[config.mk]
export PLATFORM = sky130hd
export DESIGN_NAME = branch_resolve
export DESIGN_NICKNAME = d
export VERILOG_FILES = /design/src/common/decode_pkg.sv /design/src/decode/branch_resolve.sv
export SDC_FILE = /design/constraint.sdc
export NUM_CORES = 1
export LEC_CHECK = 0
export BUFFER_PORTS_ARGS = -buffer_cell sky130_fd_sc_hd__buf_2
export CAP_MARGIN = 20
export CORE_MARGIN = 2
export CORE_UTILIZATION = 45
export DETAILED_ROUTE_END_ITERATION = 10
export PLACE_DENSITY = 0.79
export SYNTH_ARGS = -nofsm -noshare
export SYNTH_HDL_FRONTEND = slang
export SYNTH_SLANG_ARGS = --single-unit
[constraint.sdc]
create_clock -name vclk -period 9.5
set_input_delay 0.475 -clock vclk [all_inputs]
set_output_delay 0.475 -clock vclk [all_outputs]
set_load 0.005 [all_outputs]
[src/common/decode_pkg.sv]
`default_nettype none

package decode_pkg;

    typedef logic [31:0] word_t;
    typedef logic [31:0] inst_t;
    typedef logic [4:0]  reg_addr_t;
    typedef logic [11:0] alu_op_t;
    typedef logic [5:0]  opcode_t;
    typedef logic [5:0]  funct_t;

    // primary opcode field, inst[31:26]
    localparam opcode_t OP_SPECIAL = 6'h00;
    localparam opcode_t OP_J       = 6'h02;
    localparam opcode_t OP_JAL     = 6'h03;
    localparam opcode_t OP_BEQ     = 6'h04;
    localparam opcode_t OP_BNE     = 6'h05;
    localparam opcode_t OP_ADDIU   = 6'h09;
    localparam opcode_t OP_SLTI    = 6'h0a;
    localparam opcode_t OP_SLTIU   = 6'h0b;
    localparam opcode_t OP_ANDI    = 6'h0c;
    localparam opcode_t OP_ORI     = 6'h0d;
    localparam opcode_t OP_XORI    = 6'h0e;
    localparam opcode_t OP_LUI     = 6'h0f;
    localparam opcode_t OP_LW      = 6'h23;
    localparam opcode_t OP_SW      = 6'h2b;

    // function field of SPECIAL, inst[5:0]
    localparam funct_t FN_SLL  = 6'h00;
    localparam funct_t FN_SRL  = 6'h02;
    localparam funct_t FN_SRA  = 6'h03;
    localparam funct_t FN_JR   = 6'h08;
    localparam funct_t FN_ADDU = 6'h21;
    localparam funct_t FN_SUBU = 6'h23;
    localparam funct_t FN_SLT  = 6'h2a;
    localparam funct_t FN_SLTU = 6'h2b;
    localparam funct_t FN_AND  = 6'h24;
    localparam funct_t FN_OR   = 6'h25;
    localparam funct_t FN_XOR  = 6'h26;
    localparam funct_t FN_NOR  = 6'h27;

    // bit positions in the one-hot alu_op vector
    localparam int ALU_ADD  = 0;
    localparam int ALU_SUB  = 1;
    localparam int ALU_SLT  = 2;
    localparam int ALU_SLTU = 3;
    localparam int ALU_AND  = 4;
    localparam int ALU_NOR  = 5;
    localparam int ALU_OR   = 6;
    localparam int ALU_XOR  = 7;
    localparam int ALU_SLL  = 8;
    localparam int ALU_SRL  = 9;
    localparam int ALU_SRA  = 10;
    localparam int ALU_LUI  = 11;

    // link register for jal
    localparam reg_addr_t REG_RA = 5'd31;

endpackage

`default_nettype wire

[src/decode/branch_resolve.sv]
`timescale 1ns/1ns
`default_nettype none

module branch_resolve (
    input  wire                    valid,
    input  wire decode_pkg::word_t pc,
    input  wire [15:0]             imm,
    input  wire [25:0]             jidx,
    input  wire                    is_branch,
    input  wire                    is_jump_reg,
    input  wire                    is_jump_imm,
    input  wire [1:0]              br_cond,
    input  wire decode_pkg::word_t rs_value,
    input  wire decode_pkg::word_t rt_value,
    output logic                   br_taken,
    output decode_pkg::word_t      br_target
);

    decode_pkg::word_t pc_plus4;
    decode_pkg::word_t br_offset;
    logic              rs_eq_rt;
    logic              cond_met;

    assign pc_plus4  = pc + 32'd4;
    assign br_offset = {{14{imm[15]}}, imm, 2'b00};
    assign rs_eq_rt  = (rs_value == rt_value);

    assign cond_met = (br_cond[0] && rs_eq_rt) || (br_cond[1] && !rs_eq_rt);

    // only a slot that is leaving this cycle may redirect fetch
    assign br_taken = valid && ((is_branch && cond_met) || is_jump_reg || is_jump_imm);

    assign br_target = is_branch   ? pc_plus4 + br_offset :
                       is_jump_reg ? rs_value :
                                     {pc_plus4[31:28], jidx, 2'b00};

endmodule

`default_nettype wire

==> impl_results.md <==
- Average size of a mapped cell: 7.16 sq um
- Sequential group share of total power: 0%
- Critical path type: in -> out
- Die area: 7370 sq um
- Ports: 177
- Pwr dens: 59.9 nW/um^2
- Worst Setup End Kind: primary output
- Post-synth top area share: 14.5%
- GP Congestion: 0.938
- Setup-failing EPs final: 0
- Slew margin rel.: 32.6%
- Yosys warns: 0
- Iteration-0 DRC Markers: 187
- Max IR drop VDD: 0.0232 mV
- Hold_buf cts: 0
- Vias in the first global route: 3494
- Fin crit period: 4.73 ns
- Switch share: 53.6%
- Routed wire length: 10700 microns
- Post_cts resized: 0
- Final instance area: 3950 sq um
- Fmax: 0.211 GHz
- Core area: 6420 sq um
- First-pass GRT wire length: 16400 microns
- Initial antenna violation count: 0
- Vias: 3785
- Pre-antenna DRT Iters: 8
- Rows: 29
- GRT Total Usage: 27.4%
- Final Hold Fails: 0
- Avg WL per Cell: 16.2 microns
- Post-DP HPWL: 9350 microns
- Clock share of power: 0%
- Failing checks: design-rule violations
- Die height: 85.8 microns
- Clock buf count: 0
- GRT busiest layer: met2
- Multi-input gate area in the final layout: 2930 sq um
- Internal cell power: 0.110 mW
- FF/Latch Area: 0 sq um
- Cell area after synthesis: 3010 sq um
- Max Cap Violations: 0
- Met3 Use GR: 1.35%
- DP Area: 3950 sq um
- Period utilisation layout: 49.8%
- Fraction of layout cells with a size suffix above 1: 33.0%
- # diodes: 0
- Setup_tns: 0 ns
- I/O Buffers: 177
- RSZ-0062 raised after global routing: false
- Fill count: 623
- Outcome: finished, violations left
- Worst setup path start: pc[4]
- Synth cell types: 51
- Largest net degree at the start of global routing: 66
- Final nets: 767
- Pleak: 2.00 nW
- Antenna-violating nets left: 0
- Synth area leaders: ha_1 15%, xor2_1 14%, xnor2_1 11%
- Synth area leader: ha_1
- Comb pwr share: 100.0%
- Measured slew at the worst slew-check pin: 1.01 ns
- P_sw: 0.127 mW
- M2 GR Usage: 49.6%
- Met1 Resource Use GR: 35.3%
- Vias per cell: 5.72
- Most frequent cells in the layout: 177 x buf_2, 49 x xor2_1, 43 x nand2_1
- Initial core utilization: 46.9%
- CP required: 9.03 ns
- Hold Path Class: in -> out
- Worst Path Arrival: 4.26 ns
- Fin. max-slew vios: 0
- GRT overflow: 0
- Synth Net Count: 601
- Crit-path max FO: 8
- Postcts setup bufs: 0
- Commonest non-fill, non-tap cell in the layout: buf_2
- Layout area overhead: 31.0%
- Num sequential: 0
- Register area share after synthesis: 0%
- Post-Syn Instances: 421
- Drt drc: 15
- Element type at the critical path start: primary input
- Die Width: 85.8 microns
- CP endpoint: br_target[25]
-- how the worst min path moves through the flow --
stage,start,depth (start not counted),slack (ns),to
after global routing,pc[0],3,1.25,br_target[0]
after floorplan,rs_value[0],1,1.07,br_target[0]
final,valid,3,1.23,br_taken
after detailed placement,valid,3,1.24,br_taken
after global placement,valid,3,1.24,br_taken
after CTS,valid,3,1.24,br_taken
-- Yosys cell counts (3+ instances only) --
library cell	count
a21o_1	15
nor4_1	9
mux2i_1	27
nor3_1	3
nor2_1	24
clkbuf_1	6
ha_1	35
o21ai_0	28
mux2_2	4
a211oi_1	4
inv_1	8
buf_1	7
a31oi_1	7
and3_1	7
nand2_1	43
nand3_1	14
a21oi_1	28
xnor2_1	38
nand4_1	20
xor2_1	49
nor2b_1	6
-- final cells by class --
type	count	share of cell area [%]
tap	77	2.44
multi-input combinational	400	74.4
inverter	8	0.761
timing repair buffer	177	22.4
-- cells by family (layout without fill, tap and decap cells) --
logic type | Yosys count | count (layout) | synth area share [%]
simple gates | 136 | 136 | 22.6
compound gates | 110 | 110 | 23.8
buf+inv | 21 | 185 | 2.62
mux | 31 | 31 | 10.5
fa+ha+maj | 36 | 36 | 15.2
xor+xnor | 87 | 87 | 25.3
-- worst max-delay path, cell delays in order --
cell	delay [ns]
buf_2	0.12
and4_1	0.26
and3_1	0.29
nand3_1	0.10
nor2_1	0.43
nand4_1	0.18
xnor2_1	0.16
ha_1	0.36
nand4_1	0.12
nor2_1	0.08
a221o_1	0.32
a31oi_1	0.13
a21boi_2	0.29
o21ai_1	0.15
a311oi_1	0.35
xor2_1	0.18
a21oi_1	0.08
buf_2	0.18
-- layer usage --
layer | vias to the layer above | wire [microns] | share of wire [%]
li1 | 1884 | - | -
met1 | 1744 | 4660 | 44
met2 | 139 | 5220 | 49
met3 | 18 | 547 | 5.1
met4 | 0 | 273 | 2.6
met5 | - | 0 | 0
-- power groups by stage --
stage	Clock, mW	Sequential [mW]	Combinational [mW]
5_1_grt	0	0	0.262
2_1_floorplan	0	0	0.144
3_3_place_gp	0	0	0.230
6_report	0	0	0.237
3_5_place_dp	0	0	0.234
4_1_cts	0	0	0.235
-- through the flow --
stage,utilization (%),instances,worst slack [ns],hold slack (ns),power (mW)
after CTS,61.4,662,4.80,1.24,0.235
after detailed placement,61.4,662,4.82,1.24,0.234
after global placement,61.4,662,4.95,1.24,0.230
after global routing,61.4,662,4.46,1.25,0.262
after floorplan,-,421,5.57,1.07,0.144
final,61.4,662,4.77,1.23,0.237
(Power assumes the default switching activity.)
