[config.mk]
export PLATFORM = sky130hd
export DESIGN_NAME = stage_control
export DESIGN_NICKNAME = d
export VERILOG_FILES = /design/src/common/decode_pkg.sv /design/src/hdl/stage_control.sv
export SDC_FILE = /design/constraint.sdc
export NUM_CORES = 1
export LEC_CHECK = 0
export BUFFER_PORTS_ARGS = -buffer_cell sky130_fd_sc_hd__buf_2
export CAP_MARGIN = 30
export CORE_MARGIN = 2
export CORE_UTILIZATION = 37
export CTS_CLUSTER_SIZE = 20
export DETAILED_ROUTE_END_ITERATION = 8
export PLACE_DENSITY = 0.75
export SYNTH_ARGS = -nofsm -noshare
export SYNTH_HDL_FRONTEND = slang
export SYNTH_SLANG_ARGS = --single-unit
[constraint.sdc]
create_clock -name clk -period 8.3 [get_ports clk]
set_input_delay 0.83 -clock clk [delete_from_list [all_inputs] [get_ports clk]]
set_output_delay 0.83 -clock clk [all_outputs]
set_load 0.05 [all_outputs]
[src/common/decode_pkg.sv]
`default_nettype none

package decode_pkg;

    typedef logic [31:0] word_t;
    typedef logic [31:0] inst_t;
    typedef logic [4:0]  reg_addr_t;
    typedef logic [11:0] alu_op_t;
    typedef logic [5:0]  opcode_t;
    typedef logic [5:0]  funct_t;

    // primary opcode field, inst[31:26]
    localparam opcode_t OP_SPECIAL = 6'h00;
    localparam opcode_t OP_J       = 6'h02;
    localparam opcode_t OP_JAL     = 6'h03;
    localparam opcode_t OP_BEQ     = 6'h04;
    localparam opcode_t OP_BNE     = 6'h05;
    localparam opcode_t OP_ADDIU   = 6'h09;
    localparam opcode_t OP_SLTI    = 6'h0a;
    localparam opcode_t OP_SLTIU   = 6'h0b;
    localparam opcode_t OP_ANDI    = 6'h0c;
    localparam opcode_t OP_ORI     = 6'h0d;
    localparam opcode_t OP_XORI    = 6'h0e;
    localparam opcode_t OP_LUI     = 6'h0f;
    localparam opcode_t OP_LW      = 6'h23;
    localparam opcode_t OP_SW      = 6'h2b;

    // function field of SPECIAL, inst[5:0]
    localparam funct_t FN_SLL  = 6'h00;
    localparam funct_t FN_SRL  = 6'h02;
    localparam funct_t FN_SRA  = 6'h03;
    localparam funct_t FN_JR   = 6'h08;
    localparam funct_t FN_ADDU = 6'h21;
    localparam funct_t FN_SUBU = 6'h23;
    localparam funct_t FN_SLT  = 6'h2a;
    localparam funct_t FN_SLTU = 6'h2b;
    localparam funct_t FN_AND  = 6'h24;
    localparam funct_t FN_OR   = 6'h25;
    localparam funct_t FN_XOR  = 6'h26;
    localparam funct_t FN_NOR  = 6'h27;

    // bit positions in the one-hot alu_op vector
    localparam int ALU_ADD  = 0;
    localparam int ALU_SUB  = 1;
    localparam int ALU_SLT  = 2;
    localparam int ALU_SLTU = 3;
    localparam int ALU_AND  = 4;
    localparam int ALU_NOR  = 5;
    localparam int ALU_OR   = 6;
    localparam int ALU_XOR  = 7;
    localparam int ALU_SLL  = 8;
    localparam int ALU_SRL  = 9;
    localparam int ALU_SRA  = 10;
    localparam int ALU_LUI  = 11;

    // link register for jal
    localparam reg_addr_t REG_RA = 5'd31;

endpackage

`default_nettype wire

[src/hdl/stage_control.sv]
`timescale 1ns/1ns
`default_nettype none

module stage_control (
    input  wire                        clk,
    input  wire                        reset,
    input  wire                        fs_valid,
    input  wire decode_pkg::inst_t     fs_inst,
    input  wire decode_pkg::word_t     fs_pc,
    input  wire                        es_allowin,
    input  wire                        es_valid,
    input  wire                        es_load,
    input  wire decode_pkg::reg_addr_t es_dest,
    input  wire                        ms_valid,
    input  wire                        ms_load,
    input  wire decode_pkg::reg_addr_t ms_dest,
    output logic                       ds_allowin,
    output logic                       ds_to_es_valid,
    output decode_pkg::inst_t          inst,
    output decode_pkg::word_t          pc
);

    logic                  ds_valid;
    logic                  ready;
    logic                  es_hit;
    logic                  ms_hit;
    decode_pkg::reg_addr_t rs;
    decode_pkg::reg_addr_t rt;

    assign rs = inst[25:21];
    assign rt = inst[20:16];

    // load-use hazard against execute or memory
    assign es_hit = es_valid && es_load &&
                    ((rs != '0 && rs == es_dest) || (rt != '0 && rt == es_dest));
    assign ms_hit = ms_valid && ms_load &&
                    ((rs != '0 && rs == ms_dest) || (rt != '0 && rt == ms_dest));
    assign ready  = !(es_hit || ms_hit);

    assign ds_allowin     = !ds_valid || (ready && es_allowin);
    assign ds_to_es_valid = ds_valid && ready;

    always_ff @(posedge clk) begin
        if (reset) begin
            ds_valid <= 1'b0;
        end else if (fs_valid && ds_allowin) begin
            ds_valid <= 1'b1;
        end else if (ready && es_allowin) begin
            ds_valid <= 1'b0;
        end
    end

    always_ff @(posedge clk) begin
        if (fs_valid && ds_allowin) begin
            inst <= fs_inst;
            pc   <= fs_pc;
        end
    end

    // an instruction that leaves with nothing behind it empties the slot
    a_leave_clears : assert property (@(posedge clk) disable iff (reset)
        ds_to_es_valid && es_allowin && !fs_valid |=> !ds_valid);

    // a stalled slot keeps its instruction
    a_hold_inst : assert property (@(posedge clk) disable iff (reset)
        ds_valid && !es_allowin |=> $stable(inst));

endmodule

`default_nettype wire

==> reports/results.ini <==
[status]
outcome = finished, final reports clean

[global_route]
layer_with_the_highest_usage = met2
overflow = 0
grt_start_max_net_pins = 65
grt_use_total = 0.144
globalRouteMet3Util = 0.107
first_global_vias = 1551
initial_antenna_violation_count = 0
grt_use_met1 = 0.149
global_route_wire_length_before_repair_mm = 6.84
grt.met2_usage = 0.219

[synth]
avgSynthCellArea_um2 = 20.2
synth.ff_latch_count = 65
synth_cell_area_mm2 = 0.00227
post_synthesis_cell_count = 112
synth_cell_types = 15
synth-warning-count = 0
synth.net_count = 194
synth_sequential_area_ratio = 0.857

[timing]
finalCriticalPeriod_ns = 3.07
max_clock_freq_mhz = 326
tightest_slew_ns = 0.767
slew_violations = 0
fin_tns_setup_ns = 0
finalClockSkew_ns = 0.00624
post-route-period-util = 0.370
maxSlewHeadroom = 0.489
finalHoldWorstSlack_ns = 0.666
hold_vio_cnt_final = 0
setup_violations = 0
rsz0062_at_grt = no

[clocking]
cts_buffers = 9
clk_transition_reported_paths_ns = 0.07
post_cts_buffers = 0
cts_buffer_depth = 2
clock_insertion_delay_worst_skew_ns = 0.33
clock-sinks = 65
cts_htree_levels = 3
cts_root_buffer = sky130_fd_sc_hd__clkbuf_8
cts_tree = built
cts_resized = 0
postCtsHoldBufs = 0

[placed_design]
dp_hpwl_mm = 3.61
gp_congestion = 0.710
placement.io_buffers = 147

[worst_setup_path]
reg2reg_from = inst[16]$_DFFE_PP_
r2r_cells = 6
timing.critical_path.from_type = input pin
timing.critical_path.from = es_dest[3]
r2r_setup_slack_ns = 5.96
worst_ep_arrival_time_ns = 2.24
timing.setup.critical_path_class = input pin to output pin
cp-end-kind = output pin
cp_max_fo = 3
critical_path.reg2reg.endpoint = pc[16]$_DFFE_PP_
required_ns = 7.47

[hold_path]
hold_path.class = input pin to register
hold_path_depth = 1
min_to = inst[15]$_DFFE_PP_
worstHoldStart = fs_inst[15]

[floorplanning]
ios = 148
die-height_um = 82.3
chipWidth_um = 82.3
placement_rows = 28
fp.coreArea_mm2 = 0.00592
die_area_mm2 = 0.00677
initial_core_util = 0.383

[route]
route.detailed.vias_per_inst = 4.50
firstDrtPassIters = 4
remaining_drc_errors = 0
initial_drt_markers = 59
finalWirelength_mm = 4.79
via_count = 1576
postRouteAntennaNets = 0
avgRoutedWirePerCell_um = 13.7

[pwr]
vdd.ir_drop.worst_v = 0.000149
static_leakage_uw = 0.00143
power.density_mw_per_mm2 = 240

[cells_and_area]
num-nets-final = 353
area.growth.synth_to_final_pct = 46.4
insertedDiodeCount = 0
layout-drive-gt1-share = 0.585

[run]
timing.max_cap.violations = 0

-- layout make-up --
class | count | area [µm²]
clock inverter | 5 | 71.3
clock buffer | 10 | 128
sequential | 65 | 1940
timing repair buffer | 148 | 743
inverter | 2 | 7.51
multi-input combinational | 45 | 333
fill | 504 | 2600
tap | 75 | 93.8
-- placed cells by master, fill, tap and decap left out, types with 2 or more instances in the layout --
cell / instances
sky130_fd_sc_hd__clkbuf_8: 9
sky130_fd_sc_hd__nand4_1: 4
sky130_fd_sc_hd__nor3_1: 7
sky130_fd_sc_hd__bufinv_16: 2
sky130_fd_sc_hd__xor2_1: 12
sky130_fd_sc_hd__nor2_1: 3
sky130_fd_sc_hd__edfxtp_1: 64
sky130_fd_sc_hd__buf_2: 147
sky130_fd_sc_hd__inv_1: 2
sky130_fd_sc_hd__a21oi_1: 2
sky130_fd_sc_hd__nand2_1: 4
sky130_fd_sc_hd__clkinv_1: 3
sky130_fd_sc_hd__xnor2_1: 8
-- worst max-delay path by stage --
| stage | to | slack, ns | depth (start not counted) |
|---|---|---|---|
| after floorplan | inst[0]$_DFFE_PP_ | 2.95 | 5 |
| after global placement | ds_allowin | 5.25 | 7 |
| after detailed placement | ds_allowin | 5.23 | 7 |
| after CTS | ds_allowin | 5.21 | 7 |
| after global routing | ds_allowin | 5.13 | 7 |
| final | ds_allowin | 5.23 | 7 |
-- stage by stage --
step	instances	utilization	worst slack, ns	instance area, µm²	power (µW)
final	350	0.560	5.23	3320	795
after global routing	350	0.560	5.13	3320	827
after CTS	350	0.560	5.21	3320	806
after detailed placement	335	0.527	5.23	3120	532
after global placement	335	0.527	5.25	3120	530
after floorplan	112	-	2.95	2270	490
-- cells by family (layout without fill, tap and decap cells) --
logic type,count (synthesis),count (layout),synth area share
buffers and inverters,2,165,0.00331
and+or+nand+nor,20,20,0.0441
xor gates and xnor gates,20,20,0.0773
DFF,65,65,0.857
AOI/OAI and AO/OA,5,5,0.0188
-- report_power, final --
part / leakage [µW] / switching (µW) / internal [µW]
registers: 0.000627 / 7.84 / 386
logic: 0.000700 / 96.2 / 33.8
clock network: 0.0000989 / 107 / 164
-- synth_stat cells, drive strengths merged --
| master | n | area [µm²] |
|---|---|---|
| a211oi | 1 | 12.5 |
| a21oi | 2 | 10.0 |
| a311oi | 1 | 8.76 |
| dfxtp | 1 | 20.0 |
| edfxtp | 64 | 1920 |
| inv | 2 | 7.51 |
| nand2 | 4 | 15.0 |
| nand3 | 1 | 5.00 |
| nand4 | 4 | 25.0 |
| nor2 | 3 | 11.3 |
| nor3 | 7 | 35.0 |
| nor4b | 1 | 8.76 |
| o41a | 1 | 11.3 |
| xnor2 | 8 | 70.1 |
| xor2 | 12 | 105 |
-- state kept, by name (all words and copies together), names as in the netlist --
signal,flops
inst,32
ds_valid,1
pc,32
-- critical path, stage by stage --
cell                       delay, ns
sky130_fd_sc_hd__buf_2          0.12
sky130_fd_sc_hd__xor2_1         0.15
sky130_fd_sc_hd__nor3_1         0.26
sky130_fd_sc_hd__nand4_1        0.17
sky130_fd_sc_hd__a211oi_2       0.38
sky130_fd_sc_hd__nor3_1         0.10
sky130_fd_sc_hd__buf_2          0.22
-- metal layers --
metal / routed length, µm / vias to the layer above / part of all wire
li1: - / 750 / -
met1: 1710 / 706 / 0.36
met2: 2170 / 108 / 0.45
met3: 823 / 12 / 0.17
met4: 87 / 0 / 0.018
met5: 0 / - / 0
Note: power is estimated with default switching activity, not from simulation.
