**src/common/decode_pkg.sv**
```systemverilog
`default_nettype none

package decode_pkg;

    typedef logic [31:0] word_t;
    typedef logic [31:0] inst_t;
    typedef logic [4:0]  reg_addr_t;
    typedef logic [11:0] alu_op_t;
    typedef logic [5:0]  opcode_t;
    typedef logic [5:0]  funct_t;

    // primary opcode field, inst[31:26]
    localparam opcode_t OP_SPECIAL = 6'h00;
    localparam opcode_t OP_J       = 6'h02;
    localparam opcode_t OP_JAL     = 6'h03;
    localparam opcode_t OP_BEQ     = 6'h04;
    localparam opcode_t OP_BNE     = 6'h05;
    localparam opcode_t OP_ADDIU   = 6'h09;
    localparam opcode_t OP_SLTI    = 6'h0a;
    localparam opcode_t OP_SLTIU   = 6'h0b;
    localparam opcode_t OP_ANDI    = 6'h0c;
    localparam opcode_t OP_ORI     = 6'h0d;
    localparam opcode_t OP_XORI    = 6'h0e;
    localparam opcode_t OP_LUI     = 6'h0f;
    localparam opcode_t OP_LW      = 6'h23;
    localparam opcode_t OP_SW      = 6'h2b;

    // function field of SPECIAL, inst[5:0]
    localparam funct_t FN_SLL  = 6'h00;
    localparam funct_t FN_SRL  = 6'h02;
    localparam funct_t FN_SRA  = 6'h03;
    localparam funct_t FN_JR   = 6'h08;
    localparam funct_t FN_ADDU = 6'h21;
    localparam funct_t FN_SUBU = 6'h23;
    localparam funct_t FN_SLT  = 6'h2a;
    localparam funct_t FN_SLTU = 6'h2b;
    localparam funct_t FN_AND  = 6'h24;
    localparam funct_t FN_OR   = 6'h25;
    localparam funct_t FN_XOR  = 6'h26;
    localparam funct_t FN_NOR  = 6'h27;

    // bit positions in the one-hot alu_op vector
    localparam int ALU_ADD  = 0;
    localparam int ALU_SUB  = 1;
    localparam int ALU_SLT  = 2;
    localparam int ALU_SLTU = 3;
    localparam int ALU_AND  = 4;
    localparam int ALU_NOR  = 5;
    localparam int ALU_OR   = 6;
    localparam int ALU_XOR  = 7;
    localparam int ALU_SLL  = 8;
    localparam int ALU_SRL  = 9;
    localparam int ALU_SRA  = 10;
    localparam int ALU_LUI  = 11;

    // link register for jal
    localparam reg_addr_t REG_RA = 5'd31;

endpackage

`default_nettype wire

```
**src/hdl/regfile.sv**
```systemverilog
`timescale 1ns/1ns
`default_nettype none

module regfile (
    input  wire                        clk,
    input  wire decode_pkg::reg_addr_t raddr1,
    input  wire decode_pkg::reg_addr_t raddr2,
    input  wire                        we,
    input  wire decode_pkg::reg_addr_t waddr,
    input  wire decode_pkg::word_t     wdata,
    output decode_pkg::word_t          rdata1,
    output decode_pkg::word_t          rdata2
);

    decode_pkg::word_t mem [32];

    // r0 is never stored, reads below force it to zero
    always_ff @(posedge clk) begin
        if (we && waddr != '0) begin
            mem[waddr] <= wdata;
        end
    end

    assign rdata1 = (raddr1 == '0) ? '0 : mem[raddr1];
    assign rdata2 = (raddr2 == '0) ? '0 : mem[raddr2];

endmodule

`default_nettype wire

```
**config.mk**
```make
export PLATFORM = sky130hd
export DESIGN_NAME = regfile
export DESIGN_NICKNAME = d
export VERILOG_FILES = /design/src/common/decode_pkg.sv /design/src/hdl/regfile.sv
export SDC_FILE = /design/constraint.sdc
export NUM_CORES = 1
export LEC_CHECK = 0
export BUFFER_PORTS_ARGS = -buffer_cell sky130_fd_sc_hd__buf_2
export CORE_MARGIN = 2
export CORE_UTILIZATION = 45
export DETAILED_ROUTE_END_ITERATION = 6
export PLACE_DENSITY = 0.69
export SYNTH_ARGS = -nofsm -noshare
export SYNTH_HDL_FRONTEND = slang
export SYNTH_SLANG_ARGS = --single-unit
```
**constraint.sdc**
```tcl
create_clock -name clk -period 7.93 [get_ports clk]
set_input_delay 0.793 -clock clk [delete_from_list [all_inputs] [get_ports clk]]
set_output_delay 0.793 -clock clk [all_outputs]
set_load 0.01 [all_outputs]
```
==> impl_metrics.yaml, run 1 <==
run_status:
  status: "finished with violations"
  violations: "DRC"
finish:
  final_cells: 4137
  nets: 2712
  largest_register_ffs: 1024
  area_delta_synth_final_pct: 11.8
  stdcell_area_um2: 53600
  post_route_cells_drive_above_1_share: 0.279
  multi_input_area_um2: 16400
  fillCellCount: 8331
  largest-register: "mem"
  regArea_um2: 30700
  post-route-util: 0.508
  top_regs: "mem: 1024 flops"
timing:
  relSlewSlack: 0.225
  slew_viol_final: 0
  fin_crit_ps: 5040
  finalCritPeriodShare: 0.636
  hold_viol: 0
  tns_ps: 0
  fin_ws_ps: 2890
  grt_setup_unrepaired: "no"
  max_freq_mhz: 198
  worst_slew_pin_slew_ps: 1160
  setup_viol: 0
routing:
  ant_nets: 0
  wl_met2_um: 69700
  vias: 28900
  wl_um: 149000
  wl_met1_um: 54700
  top_layer: "met5"
  viasPerCell: 6.99
  wl_per_cell_um: 36.1
  dr.pass1.iters: 7
  drt-initial-drc-count: 4427
  drc: 23
  wl_met3_um: 18400
power_and_ir_drop:
  p_leak_uw: 0.0175
  power_frac_clock: 0.414
  internal_power_uw: 9390
  power_density_nw_per_um2: 227
  p_sw_frac: 0.227
  p_sw_uw: 2760
  power_frac_seq: 0.499
  ir_drop_uv: 164
  combPwrFrac: 0.086
die:
  fp-row-count: 119
  io-pin-count: 113
  start_util: 0.455
  core-area_um2: 105000
  die_w_um: 330
  die_y_um: 330
  dieArea_um2: 109000
setup_path:
  endpoint: "rdata2[19]"
  worstPathRequired_ps: 7140
  critical_path_arrival_ps: 4250
  startpoint_type: "primary input"
  crit_fanout: 48
  crit_type: "in2out"
  endpoint_kind: "output pin"
  cp-startpoint: "raddr2[1]"
yosys:
  synth_seq_area_share: 0.642
  syn_inst: 2564
  synth_common_cells: "edfxtp_1, mux2i_1, mux4_2"
  yosys.area.top_type: "edfxtp_1"
  ys_types: 38
  netlist_top_cells_area: "edfxtp_1, mux4_2, mux2i_1"
  ys_ff_latch: 1024
  ys.flop_type: "edfxtp_1"
  synth-async-reset-ratio: 0
  synth-edff-count: 1024
  yosysMostFrequentCell: "edfxtp_1"
  synth_top_area_frac: 0.642
  syn-cell-area_um2: 47900
  ys_warn_count: 0
  avgSynthCellArea_um2: 18.7
clock_network:
  clk_pin_slew_ps: 60
  clock_sinks: 1024
  ctsHoldBuffers: 0
  cts_resized: 0
  clockBufferDepth: 3
  htreeDepth: 3
  cts_setup_buffers: 0
  cts_made_buffers: 102
  cts_root_buf: "clkbuf_16"
  cts_tree: "built"
placement:
  post-dp-hpwl_um: 81200
  io_buffers: 112
  placed_cells: 3950
  place_area_um2: 50100
  gp_congestion: 0.820
  dp_slack_ps: 2960
run:
  maxCapViolations: 0
worst_hold_path:
  holdPathStages: 1
  min-delay-path-class: "in2reg"
global_route:
  grt.overflow.total: 0
  grt_max_degree: 143
  grt_pass1_wl_um: 212000
  grt_usage: 0.273
  antenna_found_initial: 6
  grt_pass1_vias: 29400
==> logic make-up after synthesis <==
kind of cell,after synthesis,synth area share
flops,1024,0.642
mux,736,0.251
compound gates,375,0.0609
buf+inv,218,0.0244
simple gates,210,0.0217
other cells,1,0.0000782
==> power groups by stage <==
stage          logic (uW)  clock network, uW  registers, uW
3_5_place_dp         1030                  0           6190
3_3_place_gp         1010                  0           6180
2_1_floorplan         640                  0           6170
6_report             1050               5040           6070
4_1_cts              1030               5060           6070
5_1_grt              1090               5260           6080
==> metal layers <==
layer | up-vias | track usage
met5 | - | 0
met3 | 399 | 0.0612
met1 | 15000 | 0.370
met4 | 2 | 0.114
met2 | 2251 | 0.429
li1 | 11200 | -
==> how the worst min path moves through the flow <==
stage	start	end
5_1_grt	wdata[27]	mem[6][27]
3_5_place_dp	wdata[14]	mem[0][14]
4_1_cts	wdata[27]	mem[3][27]
6_report	wdata[27]	mem[6][27]
3_3_place_gp	wdata[5]	mem[16][5]
2_1_floorplan	wdata[0]	mem[0][0]
==> critical path, cell delays in order <==
cell and delay [ps]:
buf_6 510, buf_4 610, or3b_4 820, o221ai_1 330, a21oi_1 80, a211oi_1 770
buf_2 270
==> placed cells by master (no fill, tap or decap), types with 5 or more instances in the layout <==
cell / instances
buf_4: 65
mux4_2: 298
nand2_1: 83
mux2_2: 64
mux2i_1: 320
o21ai_0: 51
clkbuf_16: 107
nor2b_1: 32
nor2b_4: 5
a221oi_1: 36
a21oi_1: 32
clkinvlp_4: 7
edfxtp_1: 1024
bufinv_16: 16
clkinv_2: 16
a221oi_2: 19
nor2_4: 34
conb_1: 32
nand3b_1: 6
clkbuf_1: 8
a22oi_1: 64
o221ai_1: 64
a311oi_1: 32
o2111ai_1: 9
a211oi_1: 64
clkinv_1: 27
buf_2: 105
nand4_1: 32
mux4_1: 54
==> per-stage QoR <==
| step | total power, uW | hold slack (ps) |
|---|---|---|
| finish | 12200 | 596 |
| global route | 12400 | 614 |
| CTS | 12200 | 562 |
| detailed placement | 7210 | 1290 |
| floorplan | 6810 | 892 |
| global placement | 7180 | 1270 |
==> cell type report <==
class,count,share of cell area
inverter,2,0.000163
antenna,3,0.000140
clock buffer,115,0.0505
tap,1391,0.0325
timing repair buffer,180,0.0220
multi-input combinational,1353,0.307
sequential,1024,0.574
clock inverter,69,0.0141
Note: power is estimated with default switching activity, not from simulation.
==> run 2: changes to the inputs <==
PLACE_DENSITY = 0.71   (was 0.69)
clock period = 4.6 ns   (was 7.93 ns; I/O delays follow)
==> impl_metrics.yaml, run 2 (synthesis results as in run 1) <==
clock_network:
  clk_pin_slew_ps: 60
  cts_resized: 0
  cts_setup_buffers: 0
  ctsHoldBuffers: 0
  clockBufferDepth: 3
  clock_sinks: 1024
  cts_made_buffers: 101
  htreeDepth: 3
  cts_root_buf: "clkbuf_16"
  cts_tree: "built"
timing:
  grt_setup_unrepaired: "no"
  slew_viol_final: 0
  fin_crit_ps: 3790
  finalCritPeriodShare: 0.825
  hold_viol: 0
  relSlewSlack: 0.235
  fin_ws_ps: 807
  tns_ps: 0
  worst_slew_pin_slew_ps: 1150
  setup_viol: 0
  max_freq_mhz: 264
placement:
  gp_congestion: 0.836
  place_area_um2: 50600
  dp_slack_ps: 764
  post-dp-hpwl_um: 84700
  io_buffers: 112
routing:
  drt-initial-drc-count: 4158
  wl_um: 149000
  drc: 10
  ant_nets: 0
  wl_per_cell_um: 35.5
  vias: 29100
  dr.pass1.iters: 7
  viasPerCell: 6.95
finish:
  nets: 2757
  post_route_cells_drive_above_1_share: 0.287
  top_regs: "mem: 1024 flops"
  largest-register: "mem"
  largest_register_ffs: 1024
  layout_common_cells: "edfxtp_1, mux2i_1, mux4_2"
  stdcell_area_um2: 53900
  area_delta_synth_final_pct: 12.4
  fillCellCount: 8259
  final_common_cell: "edfxtp_1"
power_and_ir_drop:
  p_leak_uw: 0.0176
  p_sw_frac: 0.232
  power_frac_clock: 0.402
  internal_power_uw: 15800
  p_sw_uw: 4780
  power_frac_seq: 0.509
  power_density_nw_per_um2: 382
  combPwrFrac: 0.090
  ir_drop_uv: 294
die:
  fp-row-count: 119
  core-area_um2: 105000
  die_y_um: 330
  dieArea_um2: 109000
  start_util: 0.455
  io-pin-count: 113
  die_w_um: 330
setup_path:
  critPathBufInv: 3
  slowest_stage: "buf_4"
  max_stage_delay_ps: 900
  endpoint_kind: "output pin"
  startpoint_type: "primary input"
  crit_type: "in2out"
  critical_path_arrival_ps: 3330
  worstPathRequired_ps: 4140
  path_cells: "buf_8, buf_4, mux2i_1, a22oi_1, nand4_1, a211oi_1, buf_2"
  cpLargestDelayFamily: "buffers and inverters"
  crit_fanout: 68
run:
  maxCapViolations: 0
global_route:
  grt.met2_usage: 0.429
  antenna_found_initial: 7
  gr-usage-met1: 0.354
  grt_usage: 0.271
  grt_max_degree: 85
  grt_pass1_vias: 29800
  grt_pass1_wl_um: 211000
  grt_busiest_layer: "met2"
  grt.overflow.total: 0
  met3_usage: 0.0690
run_status:
  status: "finished with violations"
  violations: "DRC"
worst_hold_path:
  min-delay-path-class: "in2reg"
-- run 2: stage by stage --
step,instances,utilization,power (uW),hold slack [ps]
global route,4187,0.511,21100,271
CTS,4185,0.511,20600,224
finish,4189,0.511,20600,257
global placement,3996,0.480,12400,935
detailed placement,3996,0.480,12500,952
floorplan,2595,-,11700,559
-- run 2: final timing paths --
path,to,start,cells after the start
setup / recovery,rdata2[23],raddr2[2],7
hold / removal,mem[8][27],wdata[27],1
-- run 2: layer usage --
| layer | share of wire | vias up |
|---|---|---|
| met5 | 0.00015 | - |
| met4 | 0.046 | 4 |
| met3 | 0.13 | 403 |
| met2 | 0.47 | 2231 |
| met1 | 0.35 | 15100 |
| li1 | - | 11300 |
-- run 2: cell type report --
class                      instances  area [um^2]  share of cell area
antenna                            4         10.0            0.000186
clock buffer                     123         2650              0.0492
clock inverter                    66          644              0.0120
inverter                           2         8.76            0.000163
multi-input combinational       1353        16400               0.305
sequential                      1024        30700               0.571
tap                             1391         1740              0.0323
timing repair buffer             226         1650              0.0306
-- run 2: power groups by stage --
| stage | Sequential, uW | Combinational [uW] | Clock [uW] |
|---|---|---|---|
| 2_1_floorplan | 10600 | 1100 | 0 |
| 3_3_place_gp | 10600 | 1780 | 0 |
| 3_5_place_dp | 10700 | 1810 | 0 |
| 4_1_cts | 10500 | 1820 | 8310 |
| 5_1_grt | 10500 | 1910 | 8670 |
| 6_report | 10500 | 1840 | 8270 |
