<file path="src/common/decode_pkg.sv">
`default_nettype none

package decode_pkg;

    typedef logic [31:0] word_t;
    typedef logic [31:0] inst_t;
    typedef logic [4:0]  reg_addr_t;
    typedef logic [11:0] alu_op_t;
    typedef logic [5:0]  opcode_t;
    typedef logic [5:0]  funct_t;

    // primary opcode field, inst[31:26]
    localparam opcode_t OP_SPECIAL = 6'h00;
    localparam opcode_t OP_J       = 6'h02;
    localparam opcode_t OP_JAL     = 6'h03;
    localparam opcode_t OP_BEQ     = 6'h04;
    localparam opcode_t OP_BNE     = 6'h05;
    localparam opcode_t OP_ADDIU   = 6'h09;
    localparam opcode_t OP_SLTI    = 6'h0a;
    localparam opcode_t OP_SLTIU   = 6'h0b;
    localparam opcode_t OP_ANDI    = 6'h0c;
    localparam opcode_t OP_ORI     = 6'h0d;
    localparam opcode_t OP_XORI    = 6'h0e;
    localparam opcode_t OP_LUI     = 6'h0f;
    localparam opcode_t OP_LW      = 6'h23;
    localparam opcode_t OP_SW      = 6'h2b;

    // function field of SPECIAL, inst[5:0]
    localparam funct_t FN_SLL  = 6'h00;
    localparam funct_t FN_SRL  = 6'h02;
    localparam funct_t FN_SRA  = 6'h03;
    localparam funct_t FN_JR   = 6'h08;
    localparam funct_t FN_ADDU = 6'h21;
    localparam funct_t FN_SUBU = 6'h23;
    localparam funct_t FN_SLT  = 6'h2a;
    localparam funct_t FN_SLTU = 6'h2b;
    localparam funct_t FN_AND  = 6'h24;
    localparam funct_t FN_OR   = 6'h25;
    localparam funct_t FN_XOR  = 6'h26;
    localparam funct_t FN_NOR  = 6'h27;

    // bit positions in the one-hot alu_op vector
    localparam int ALU_ADD  = 0;
    localparam int ALU_SUB  = 1;
    localparam int ALU_SLT  = 2;
    localparam int ALU_SLTU = 3;
    localparam int ALU_AND  = 4;
    localparam int ALU_NOR  = 5;
    localparam int ALU_OR   = 6;
    localparam int ALU_XOR  = 7;
    localparam int ALU_SLL  = 8;
    localparam int ALU_SRL  = 9;
    localparam int ALU_SRA  = 10;
    localparam int ALU_LUI  = 11;

    // link register for jal
    localparam reg_addr_t REG_RA = 5'd31;

endpackage

`default_nettype wire

</file>
<file path="src/decode/inst_decoder.sv">
`timescale 1ns/1ns
`default_nettype none

module inst_decoder (
    input  wire decode_pkg::inst_t     inst,
    output decode_pkg::alu_op_t        alu_op,
    output logic                       src1_is_sa,
    output logic                       src1_is_pc,
    output logic                       src2_is_imm,
    output logic                       src2_is_8,
    output logic                       zero_ext_imm,
    output logic                       load,
    output logic                       mem_we,
    output logic                       gr_we,
    output decode_pkg::reg_addr_t      dest,
    output logic [15:0]                imm,
    output logic                       is_branch,
    output logic                       is_jump_reg,
    output logic                       is_jump_imm,
    output logic [1:0]                 br_cond
);

    decode_pkg::opcode_t   op;
    decode_pkg::funct_t    fn;
    decode_pkg::reg_addr_t rs;
    decode_pkg::reg_addr_t rt;
    decode_pkg::reg_addr_t rd;
    logic [4:0]            sa;
    logic                  special;
    logic inst_addu, inst_subu, inst_slt, inst_sltu;
    logic inst_and, inst_or, inst_xor, inst_nor;
    logic inst_sll, inst_srl, inst_sra, inst_jr;
    logic inst_addiu, inst_slti, inst_sltiu, inst_andi, inst_ori, inst_xori;
    logic inst_lui, inst_lw, inst_sw, inst_beq, inst_bne, inst_j, inst_jal;
    logic dst_is_rt;

    assign op  = inst[31:26];
    assign rs  = inst[25:21];
    assign rt  = inst[20:16];
    assign rd  = inst[15:11];
    assign sa  = inst[10:6];
    assign fn  = inst[5:0];
    assign imm = inst[15:0];

    assign special = (op == decode_pkg::OP_SPECIAL);

    // R-type: unused fields must be zero or the word is not recognised
    assign inst_addu = special && fn == decode_pkg::FN_ADDU && sa == '0;
    assign inst_subu = special && fn == decode_pkg::FN_SUBU && sa == '0;
    assign inst_slt  = special && fn == decode_pkg::FN_SLT  && sa == '0;
    assign inst_sltu = special && fn == decode_pkg::FN_SLTU && sa == '0;
    assign inst_and  = special && fn == decode_pkg::FN_AND  && sa == '0;
    assign inst_or   = special && fn == decode_pkg::FN_OR   && sa == '0;
    assign inst_xor  = special && fn == decode_pkg::FN_XOR  && sa == '0;
    assign inst_nor  = special && fn == decode_pkg::FN_NOR  && sa == '0;
    assign inst_sll  = special && fn == decode_pkg::FN_SLL  && rs == '0;
    assign inst_srl  = special && fn == decode_pkg::FN_SRL  && rs == '0;
    assign inst_sra  = special && fn == decode_pkg::FN_SRA  && rs == '0;
    assign inst_jr   = special && fn == decode_pkg::FN_JR   && inst[20:6] == '0;

    assign inst_addiu = (op == decode_pkg::OP_ADDIU);
    assign inst_slti  = (op == decode_pkg::OP_SLTI);
    assign inst_sltiu = (op == decode_pkg::OP_SLTIU);
    assign inst_andi  = (op == decode_pkg::OP_ANDI);
    assign inst_ori   = (op == decode_pkg::OP_ORI);
    assign inst_xori  = (op == decode_pkg::OP_XORI);
    assign inst_lui   = (op == decode_pkg::OP_LUI) && rs == '0;
    assign inst_lw    = (op == decode_pkg::OP_LW);
    assign inst_sw    = (op == decode_pkg::OP_SW);
    assign inst_beq   = (op == decode_pkg::OP_BEQ);
    assign inst_bne   = (op == decode_pkg::OP_BNE);
    assign inst_j     = (op == decode_pkg::OP_J);
    assign inst_jal   = (op == decode_pkg::OP_JAL);

    assign alu_op[decode_pkg::ALU_ADD]  = inst_addu | inst_addiu | inst_lw | inst_sw | inst_jal;
    assign alu_op[decode_pkg::ALU_SUB]  = inst_subu;
    assign alu_op[decode_pkg::ALU_SLT]  = inst_slt  | inst_slti;
    assign alu_op[decode_pkg::ALU_SLTU] = inst_sltu | inst_sltiu;
    assign alu_op[decode_pkg::ALU_AND]  = inst_and  | inst_andi;
    assign alu_op[decode_pkg::ALU_NOR]  = inst_nor;
    assign alu_op[decode_pkg::ALU_OR]   = inst_or   | inst_ori;
    assign alu_op[decode_pkg::ALU_XOR]  = inst_xor  | inst_xori;
    assign alu_op[decode_pkg::ALU_SLL]  = inst_sll;
    assign alu_op[decode_pkg::ALU_SRL]  = inst_srl;
    assign alu_op[decode_pkg::ALU_SRA]  = inst_sra;
    assign alu_op[decode_pkg::ALU_LUI]  = inst_lui;

    assign src1_is_sa   = inst_sll | inst_srl | inst_sra;
    // jal computes pc + 8 as its link value
    assign src1_is_pc   = inst_jal;
    assign src2_is_8    = inst_jal;
    assign src2_is_imm  = inst_addiu | inst_slti | inst_sltiu | inst_andi | inst_ori
                        | inst_xori  | inst_lui  | inst_lw    | inst_sw;
    assign zero_ext_imm = inst_andi | inst_ori | inst_xori;
    assign load         = inst_lw;
    assign mem_we       = inst_sw;

    assign dst_is_rt = inst_addiu | inst_slti | inst_sltiu | inst_andi | inst_ori
                     | inst_xori  | inst_lui  | inst_lw;
    assign gr_we     = dst_is_rt | inst_jal | (|alu_op[decode_pkg::ALU_SRA:decode_pkg::ALU_SUB])
                     | inst_addu;
    assign dest      = inst_jal  ? decode_pkg::REG_RA :
                       dst_is_rt ? rt : rd;

    // br_cond is one-hot, bit 0 for beq and bit 1 for bne
    assign is_branch   = inst_beq | inst_bne;
    assign br_cond     = {inst_bne, inst_beq};
    assign is_jump_reg = inst_jr;
    assign is_jump_imm = inst_j | inst_jal;

    always_comb begin
        a_alu_onehot : assert final ($onehot0(alu_op));
    end

endmodule

`default_nettype wire

</file>
<file path="config.mk">
export PLATFORM = sky130hd
export DESIGN_NAME = inst_decoder
export DESIGN_NICKNAME = d
export VERILOG_FILES = /design/src/common/decode_pkg.sv /design/src/decode/inst_decoder.sv
export SDC_FILE = /design/constraint.sdc
export NUM_CORES = 1
export LEC_CHECK = 0
export CAP_MARGIN = 0
export CORE_MARGIN = 5
export CORE_UTILIZATION = 44
export DETAILED_ROUTE_END_ITERATION = 10
export DONT_BUFFER_PORTS = 1
export GPL_ROUTABILITY_DRIVEN = 1
export PLACE_DENSITY = 0.61
export RECOVER_POWER = 25
export SYNTH_ARGS = -nofsm -noshare
export SYNTH_HDL_FRONTEND = slang
export SYNTH_SLANG_ARGS = --single-unit
</file>
<file path="constraint.sdc">
create_clock -name vclk -period 1.63
set_clock_uncertainty 0.15 [all_clocks]
set_input_delay 0.0815 -clock vclk [all_inputs]
set_output_delay 0.0815 -clock vclk [all_outputs]
set_load 0.005 [all_outputs]
</file>
==> metrics.txt, run 1 <==
status=completed; grt total ovfl=0; Slew Limit Headroom=74.2%; Critical Path Slowest Stage Cell=or4_4; Final Hold Viols=0; fin area=679 um^2; Fmax=0.619 GHz; Worst setup SP type=input port; final worst slack=0.0146 ns; vias in the first global route=739; DRT Pass-1 Iters=4; Initial Util=45.9%; Net Count, Synth=154; # hold bufs at CTS=0; Die Y=52.2 um; first-pass GRT wire length=3350 um; Final Setup Violations=0; cell area after technology mapping=785 um^2; CP Data Required Time=1.40 ns; I/O pin cnt=78; most frequent cells in the layout=nor2_1, nor3_1, nand2_1, buf_4; # port buffers=0; post-synthesis mux area share=6.38%; period utilization=99.1%; die area=2730 um^2; largest family of logic cells by synthesized area=simple AND/OR/NAND/NOR gates; pin slew with the least headroom to its limit=0.383 ns; # fillers=194; slowest cell delay on critical path=0.54 ns; Syn. warnings=0; crit path buf inv count=0; Total Routing Usage GR=15.4%; Slew Viols, Final=0; syn_area_per_cell=6.43 um^2; wire length on met3=255 um; # diodes=0; Worst Setup End Kind=primary output; clock buf count=0; # rows=15; Worst Path Max Fanout=7; WL/cell=16.8 um; Hold Path Class=in -> out; Place WS=-0.160 ns; final hold slack=0.0130 ns; Mapped Cells=122; Synth Area in XOR/XNOR=1.12%; via count=757; RSZ-0062 raised after global routing=true; Core Area=1710 um^2; most common cell after layout, fill and taps aside=nor2_1; count of flip-flops and latches=0; critical path class=in -> out; worst vdd ir=0.0440 mV; P per Cell Area=121 nW/um^2; Routed Antenna Nets=0; largest net degree at the start of global routing=15; max-cap violation count=0; sequential share of the synthesized area=0%; Detailed Route WL=2100 um; Via density=6.06; layout cells sized above 1=20.0%; Leakage Power=0.197 nW; crit path time final=1.62 ns; Nets=134; post-synth cell types=34; Die X=52.2 um; register area=0 um^2; Tot Pwr=81.9 uW; critical path's top delay family=simple AND/OR/NAND/NOR gates; Met1 Wirelength=844 um; GPL Wtd Cong=0.868; drt drc=0; DR top layer=met3; Post-Layout Cell Count=125; initial antenna violation count=0; CP Cell Sequence=or4_4 -> nor4_4 -> or3b_4 -> mux2i_1; initial drt markers=11; # placed instances=124; Crit path arrival time=1.38 ns; Area Overhead vs Synth=-13.4%; Synth Area in Adders=0%; met2 wire len=1000 um; Synth Area in Compound Gates=9.73%; hpwl dp=1790 um; Synth Area in Simple Gates=53.7%; placed inst area=644 um^2
layer usage:
| layer | up-vias | GRT usage (%) |
|---|---|---|
| li1 | 369 | - |
| met3 | 0 | 3.99 |
| met1 | 325 | 19.9 |
| met2 | 63 | 27.2 |
| met4 | 0 | 0 |
| met5 | - | 0 |
cells in the mapped netlist (all sizes together) (2+ instances only):
| cell type | count | area, um^2 |
|---|---|---|
| buf | 29 | 216 |
| nor2 | 22 | 82.6 |
| nor3 | 9 | 50.1 |
| nand2 | 7 | 26.3 |
| nor4 | 6 | 58.8 |
| mux2i | 5 | 50.1 |
| nand2b | 5 | 31.3 |
| nand3 | 4 | 20.0 |
| or2 | 4 | 25.0 |
| inv | 3 | 11.3 |
| o32ai | 3 | 26.3 |
| or3 | 3 | 18.8 |
| or4 | 3 | 30.0 |
| a21oi | 2 | 10.0 |
| nand4 | 2 | 12.5 |
| nand4b | 2 | 17.5 |
| nor2b | 2 | 12.5 |
| o22ai | 2 | 12.5 |
| or3b | 2 | 17.5 |
metrics by stage:
step / setup TNS [ns] / util (%)
2_1_floorplan: 0 / -
3_3_place_gp: -0.586 / 37.7
3_5_place_dp: -0.864 / 37.7
4_1_cts: -0.0515 / 37.9
5_1_grt: -0.399 / 39.8
6_report: 0 / 39.8
power by group:
| group | switching (mW) | internal, mW |
|---|---|---|
| Clock | 0 | 0 |
| Combinational | 0.0413 | 0.0406 |
| Sequential | 0 | 0 |
worst paths after layout:
check | start | end | slack, ns | depth (start not counted)
hold / removal | inst[12] | imm[12] | 0.01 | 0
setup / recovery | inst[22] | dest[1] | 0.01 | 4
cell families after synthesis:
| kind of cell | Yosys count |
|---|---|
| AOI/OAI and AO/OA | 11 |
| xor gates and xnor gates | 1 |
| buffers and inverters | 32 |
| muxes | 5 |
| and+or+nand+nor | 73 |
final cells by class:
type               count  area [um^2]  area share [%]
inverters              3         11.3            1.66
repair buffers         7         52.6            7.73
well taps             25         31.3            4.60
multi-input cells     90          584            86.0
timing repair:
item	in CTS	in global routing
endpoints found under the setup margin	7	7
buffers inserted	0	1
pin swaps	1	0
resized for setup	1	4
Note: power is estimated with default switching activity, not from simulation.
==> run 2: changes to the inputs <==
PLACE_DENSITY = 0.69   (was 0.61)
REMOVE_ABC_BUFFERS = 1   (was not set)
==> run 2 against run 1 <==
Compared with the run above:
- the flow now finishes with violations (negative setup slack)
- wire length rose by 9.2%
- sequential share of layout area did not move
- final cell count fell by 0.80%
- fmax fell by 2.7%
- worst hold slack barely moved
- combinational power rose by 0.5%
- critical endpoint is now dest[0]
- die area did not move
==> metrics.txt, run 2 (synthesized netlist as in run 1, its figures left out) <==
Logic pwr share=100.0% (about the same); # port buffers=0 (unchanged); hold_sp=inst[4] (was inst[12]); final worst slack=-0.0296 ns (was 0.0146 ns); clock network fraction of total power=0% (about the same); Detailed Route WL=2300 um (was 2100 um); WHS Path Cells=0 (unchanged); count of flip-flops and latches=0 (unchanged); Final TNS setup=-0.121 ns (was 0 ns); RSZ-0062 raised after global routing=true (unchanged); switching pwr=42.5 uW (was 41.3 uW); Final Setup Violations=5 (was 0); Initial Util=45.9% (unchanged); # hold bufs at CTS=0 (unchanged); DRT Pass-1 Iters=4 (unchanged); Slew Limit Headroom=70.1% (was 74.2%); switching share of power=51.6% (was 50.4%); Leakage Power=0.190 nW (was 0.197 nW); worst vdd ir=0.0520 mV (was 0.0440 mV); Int Pwr=39.8 uW (was 40.6 uW); GRT Max-Usage Layer=met2 (unchanged); Routed Antenna Nets=0 (unchanged); critical path class=in -> out (unchanged); GR Util met1=14.6% (was 19.9%); placed inst area=644 um^2 (unchanged); drt drc=0 (unchanged); Worst Path Max Fanout=7 (unchanged); clock buf count=0 (unchanged); first-pass GRT wire length=3370 um (was 3350 um); post-layout util=38.4% (was 39.8%); max-cap violation count=0 (unchanged); WL/cell=18.5 um (was 16.8 um); initial drt markers=10 (was 11); Tot Pwr=82.3 uW (was 81.9 uW); P per Cell Area=126 nW/um^2 (was 121 nW/um^2); GPL Wtd Cong=0.757 (was 0.868); Nets=133 (was 134); share of power burned in registers=0% (about the same); via count=779 (was 757); largest net degree at the start of global routing=15 (unchanged); Fmax=0.603 GHz (was 0.619 GHz); vias in the first global route=757 (was 739); I/O pin cnt=78 (unchanged); Place WS=-0.126 ns (was -0.160 ns); status=finished, violations left (was completed); grt total ovfl=0 (unchanged); # rows=15 (unchanged); Crit path arrival time=1.43 ns (was 1.38 ns); met2 global-route usage=31.8% (was 27.2%); die area=2730 um^2 (unchanged); fin area=656 um^2 (was 679 um^2); Worst setup SP type=input port (unchanged); most common cell after layout, fill and taps aside=nor2_1 (unchanged); Post-Layout Cell Count=124 (was 125); initial antenna violation count=0 (unchanged); CP Data Required Time=1.40 ns (about the same); met3 Use GR=5.98% (was 3.99%); Total Routing Usage GR=15.6% (was 15.4%); final hold slack=0.0130 ns (about the same); Area Overhead vs Synth=-16.4% (was -13.4%); hpwl dp=1840 um (was 1790 um); Core Area=1710 um^2 (unchanged); Die X=52.2 um (unchanged); Slew Viols, Final=0 (unchanged); Via density=6.28 (was 6.06); layout cells sized above 1=18.2% (was 20.0%); # diodes=0 (unchanged); Final Hold Viols=0 (unchanged); most frequent cells in the layout=nor2_1, nor3_1, nand2_1 (was nor2_1, nor3_1, nand2_1, buf_4); register area=0 um^2 (unchanged); period utilization=102% (was 99.1%); Die Y=52.2 um (unchanged); Worst Setup End Kind=primary output (unchanged); failing checks=negative setup slack; Hold EP=imm[4] (was imm[12]); # placed instances=124 (unchanged); pin slew with the least headroom to its limit=0.445 ns (was 0.383 ns); Hold Path Class=in -> out (unchanged); crit path time final=1.66 ns (was 1.62 ns); # fillers=196 (was 194)
run 2: how the worst max path moves through the flow:
stage	start	endpoint	slack (ns)	cells after the start
detailed placement	inst[22]	dest[1]	-0.13	4
floorplan	inst[22]	dest[0]	-0.05	4
global route	inst[22]	dest[2]	-0.08	4
CTS	inst[22]	dest[0]	0.0009	4
finish	inst[22]	dest[0]	-0.03	4
global placement	inst[22]	dest[1]	-0.09	4
run 2: power by group through the flow:
stage / clock network (mW) / registers (mW) / logic [mW]
final: 0 / 0 / 0.0823
after global routing: 0 / 0 / 0.0903
after CTS: 0 / 0 / 0.0802
after detailed placement: 0 / 0 / 0.0787
after global placement: 0 / 0 / 0.0767
after floorplan: 0 / 0 / 0.0648
run 2: final cells by class:
cell class                 instances  area [um^2]  area share (%)
multi-input combinational         90          568            86.6
timing repair buffer               6         45.0            6.87
tap                               25         31.3            4.77
inverter                           3         11.3            1.72
run 2: worst max-delay path: stages:
cell and delay (ns):
or4_4 0.54, nor4_4 0.30, or3b_4 0.25, mux2i_1 0.25
run 2: layer usage:
metal	vias up	part of all wire, %
met5	-	0
met4	0	0
met3	0	12
met2	47	55
met1	359	34
li1	373	-
run 2: timing repair:
item / 4_1_cts / 5_1_grt
gates cloned: 0 / 0
endpoints found under the setup margin: 7 / 6
pin swaps: 1 / 0
setup buffers: 0 / 0
gates resized for setup: 1 / 2
==> run 3: changes to the inputs <==
--- a/config.mk
+++ b/config.mk
@@ -9,3 +9,3 @@
 export CORE_MARGIN = 5
-export CORE_UTILIZATION = 44
+export CORE_UTILIZATION = 60
 export DETAILED_ROUTE_END_ITERATION = 10
@@ -13,3 +13,3 @@
 export GPL_ROUTABILITY_DRIVEN = 1
-export PLACE_DENSITY = 0.69
+export PLACE_DENSITY = 0.86
 export RECOVER_POWER = 25
--- a/constraint.sdc
+++ b/constraint.sdc
@@ -4,2 +4,2 @@
 set_output_delay 0.0815 -clock vclk [all_outputs]
-set_load 0.005 [all_outputs]
+set_load 0.1 [all_outputs]
==> run 3 against run 2 <==
Compared with the run above:
- the run now fails in detailed placement
- area after synthesis is the same
- synthesized cell count unchanged
==> metrics.txt, run 3 <==
status=did not finish (was finished, violations left); Exit stage=detailed placement; tool error=[ERROR DPL-0038] Utilization greater than 100%, impossible to legalize; post-synth cell types=34 (unchanged); top post-synthesis cells by area=buf_4, nor2_1, mux2i_1 (unchanged); syn_area_per_cell=6.43 um^2 (unchanged); Die X=46.2 um (was 52.2 um); Mapped Cells=122 (unchanged); post-synth top area cell=buf_4 (unchanged); Syn. warnings=0 (unchanged); GPL Wtd Cong=0.899 (was 0.757); cell area after technology mapping=785 um^2 (unchanged); Die Y=46.2 um (was 52.2 um); # port buffers=0 (unchanged); sequential share of the synthesized area=0% (unchanged); list of most frequent post-synthesis cells=buf_4, nor2_1, nor3_1, nand2_1 (unchanged); Initial Util=61.8% (was 45.9%); I/O pin cnt=78 (unchanged); most numerous cell in the Yosys netlist=buf_4 (unchanged); # rows=13 (was 15); share of the synthesized area in the top cell type=24.9% (unchanged)
[run 3: cell counts after synthesis]
No cell type changed its count.
[run 3: cell families after synthesis]
group	Yosys count	synth area share, %
compound gates	11	9.73
xor+xnor	1	1.12
simple gates	73	53.7
mux	5	6.38
buf+inv	32	29.0
[run 3: stage by stage]
stage	instances	cell area [um^2]	setup WS (ns)	setup TNS [ns]	hold WS, ns
global placement	150	1440	-0.298	-2.31	0.0137
floorplan	93	568	-3.84	-50.75	0.0130
==> run 4: changes to the inputs <==
CORE_AREA = 5 5 66 68   (was not set)
CORE_MARGIN = not set   (was 5)
CORE_UTILIZATION = not set   (was 60)
DIE_AREA = 0 0 71 73   (was not set)
PLACE_DENSITY = not set   (was 0.86)
PLACE_DENSITY_LB_ADDON = 0.15   (was not set)
==> run 4 against run 3 <==
Compared with the run above:
- the flow now finishes, with violations (negative setup slack)
==> metrics.txt, run 4 (synthesized netlist as in run 1, its figures left out) <==
status=finished, violations left (was did not finish); failing checks=negative setup slack; # fillers=376; worst vdd ir=0.129 mV; critical path class=in -> out; met2 global-route usage=22.2%; number of stages on the worst setup path=6; DRT Pass-1 Iters=4; drt drc=0; Worst setup SP type=input port; count of flip-flops and latches=0; Via density=5.07; # rows=23 (was 13); grt total ovfl=0; slowest cell delay on critical path=0.54 ns; crit path buf inv count=2; RSZ-0062 raised after global routing=true; Routed Antenna Nets=0; Leakage Power=0.576 nW; Detailed Route WL=3200 um; initial antenna violation count=0; most frequent cells in the layout=buf_12, buf_4, nor2_1; Critical Path Slowest Stage Cell=or4_4; CP endpoint=dest[2]; crit path time final=1.92 ns; CP Data Required Time=1.40 ns; # port buffers=0 (unchanged); initial drt markers=46; clock buf count=0; P per Cell Area=207 nW/um^2; Core Area=3800 um^2; WL/cell=16.6 um; Logic pwr share=100.0%; Worst Setup End Kind=primary output; Crit path top cell by count=buf_12; CP Cell Sequence=or4_4 -> nor4_4 -> or3b_4 -> buf_12 -> mux2i_4 -> buf_12; register area=0 um^2; Die X=71 um (was 46.2 um); largest net degree at the start of global routing=15; die area=5180 um^2; Place WS=-0.328 ns; GPL Wtd Cong=0.794 (was 0.899); # diodes=0; period utilization=118%; Final Hold Viols=0; GRT Max-Usage Layer=met2; met3 Use GR=4.27%; Initial Util=20.7% (was 61.8%); Slew Viols, Final=0; Area Overhead vs Synth=122%; layout cells sized above 1=64.8%; switching share of power=61.7%; vias in the first global route=1037; Die Y=73 um (was 46.2 um); Hold Path Class=in -> out; Int Pwr=138 uW; hpwl dp=2660 um; pin slew with the least headroom to its limit=0.365 ns; most common cell after layout, fill and taps aside=buf_12; share of power burned in registers=0%; max-cap violation count=0; Crit path arrival time=1.69 ns; via count=973; origin of the worst setup path=inst[22]; switching pwr=222 uW; # hold bufs at CTS=0; final hold slack=0.0130 ns; Worst Path Max Fanout=7; I/O pin cnt=78 (unchanged); post-layout util=45.8%; Total Routing Usage GR=12.6%; GR Util met1=15.0%; Final Setup Violations=17; critical path's top delay family=simple AND/OR/NAND/NOR gates; Nets=176; Fmax=0.522 GHz; first-pass GRT wire length=5360 um; Slew Limit Headroom=75.6%; final worst slack=-0.287 ns; clock network fraction of total power=0%
-- run 4: metrics by stage --
step | setup TNS, ns | power, mW | std cells | cell area (um^2)
2_1_floorplan | -50.75 | 0.198 | 93 | 568
3_3_place_gp | -2.68 | 0.330 | 187 | 1520
3_5_place_dp | -3.01 | 0.333 | 187 | 1520
4_1_cts | -2.38 | 0.358 | 189 | 1660
5_1_grt | -3.92 | 0.374 | 192 | 1740
6_report | -2.49 | 0.360 | 192 | 1740
-- run 4: cell type report --
class                           count  area, um^2  area share (%)
Tap cell                           50        62.6            3.60
Multi-Input combinational cell     91         882            50.8
Inverter                            3        11.3           0.648
Timing Repair Buffer               48         782            45.0
-- run 4: timing repair --
item	CTS	global route
pin swaps	9	5
setup endpoints to repair	21	23
resized for setup	23	11
gates cloned	1	0
setup buffers	1	3
-- run 4: power groups by stage --
stage	clock network [mW]	registers, mW	logic [mW]
final	0	0	0.360
after global routing	0	0	0.374
after CTS	0	0	0.358
after detailed placement	0	0	0.333
after global placement	0	0	0.330
after floorplan	0	0	0.198
-- run 4: worst min path at each step --
| stage | start | end | slack, ns | cells after the start |
|---|---|---|---|---|
| 2_1_floorplan | inst[0] | imm[0] | 0.01 | 0 |
| 3_3_place_gp | inst[9] | imm[9] | 0.01 | 0 |
| 3_5_place_dp | inst[9] | imm[9] | 0.01 | 0 |
| 4_1_cts | inst[9] | imm[9] | 0.01 | 0 |
| 5_1_grt | inst[11] | imm[11] | 0.01 | 0 |
| 6_report | inst[11] | imm[11] | 0.01 | 0 |
-- run 4: routing by layer --
metal	wire length (um)	vias up
li1	-	459
met1	1190	454
met2	1630	54
met3	327	6
met4	48	0
met5	0	-
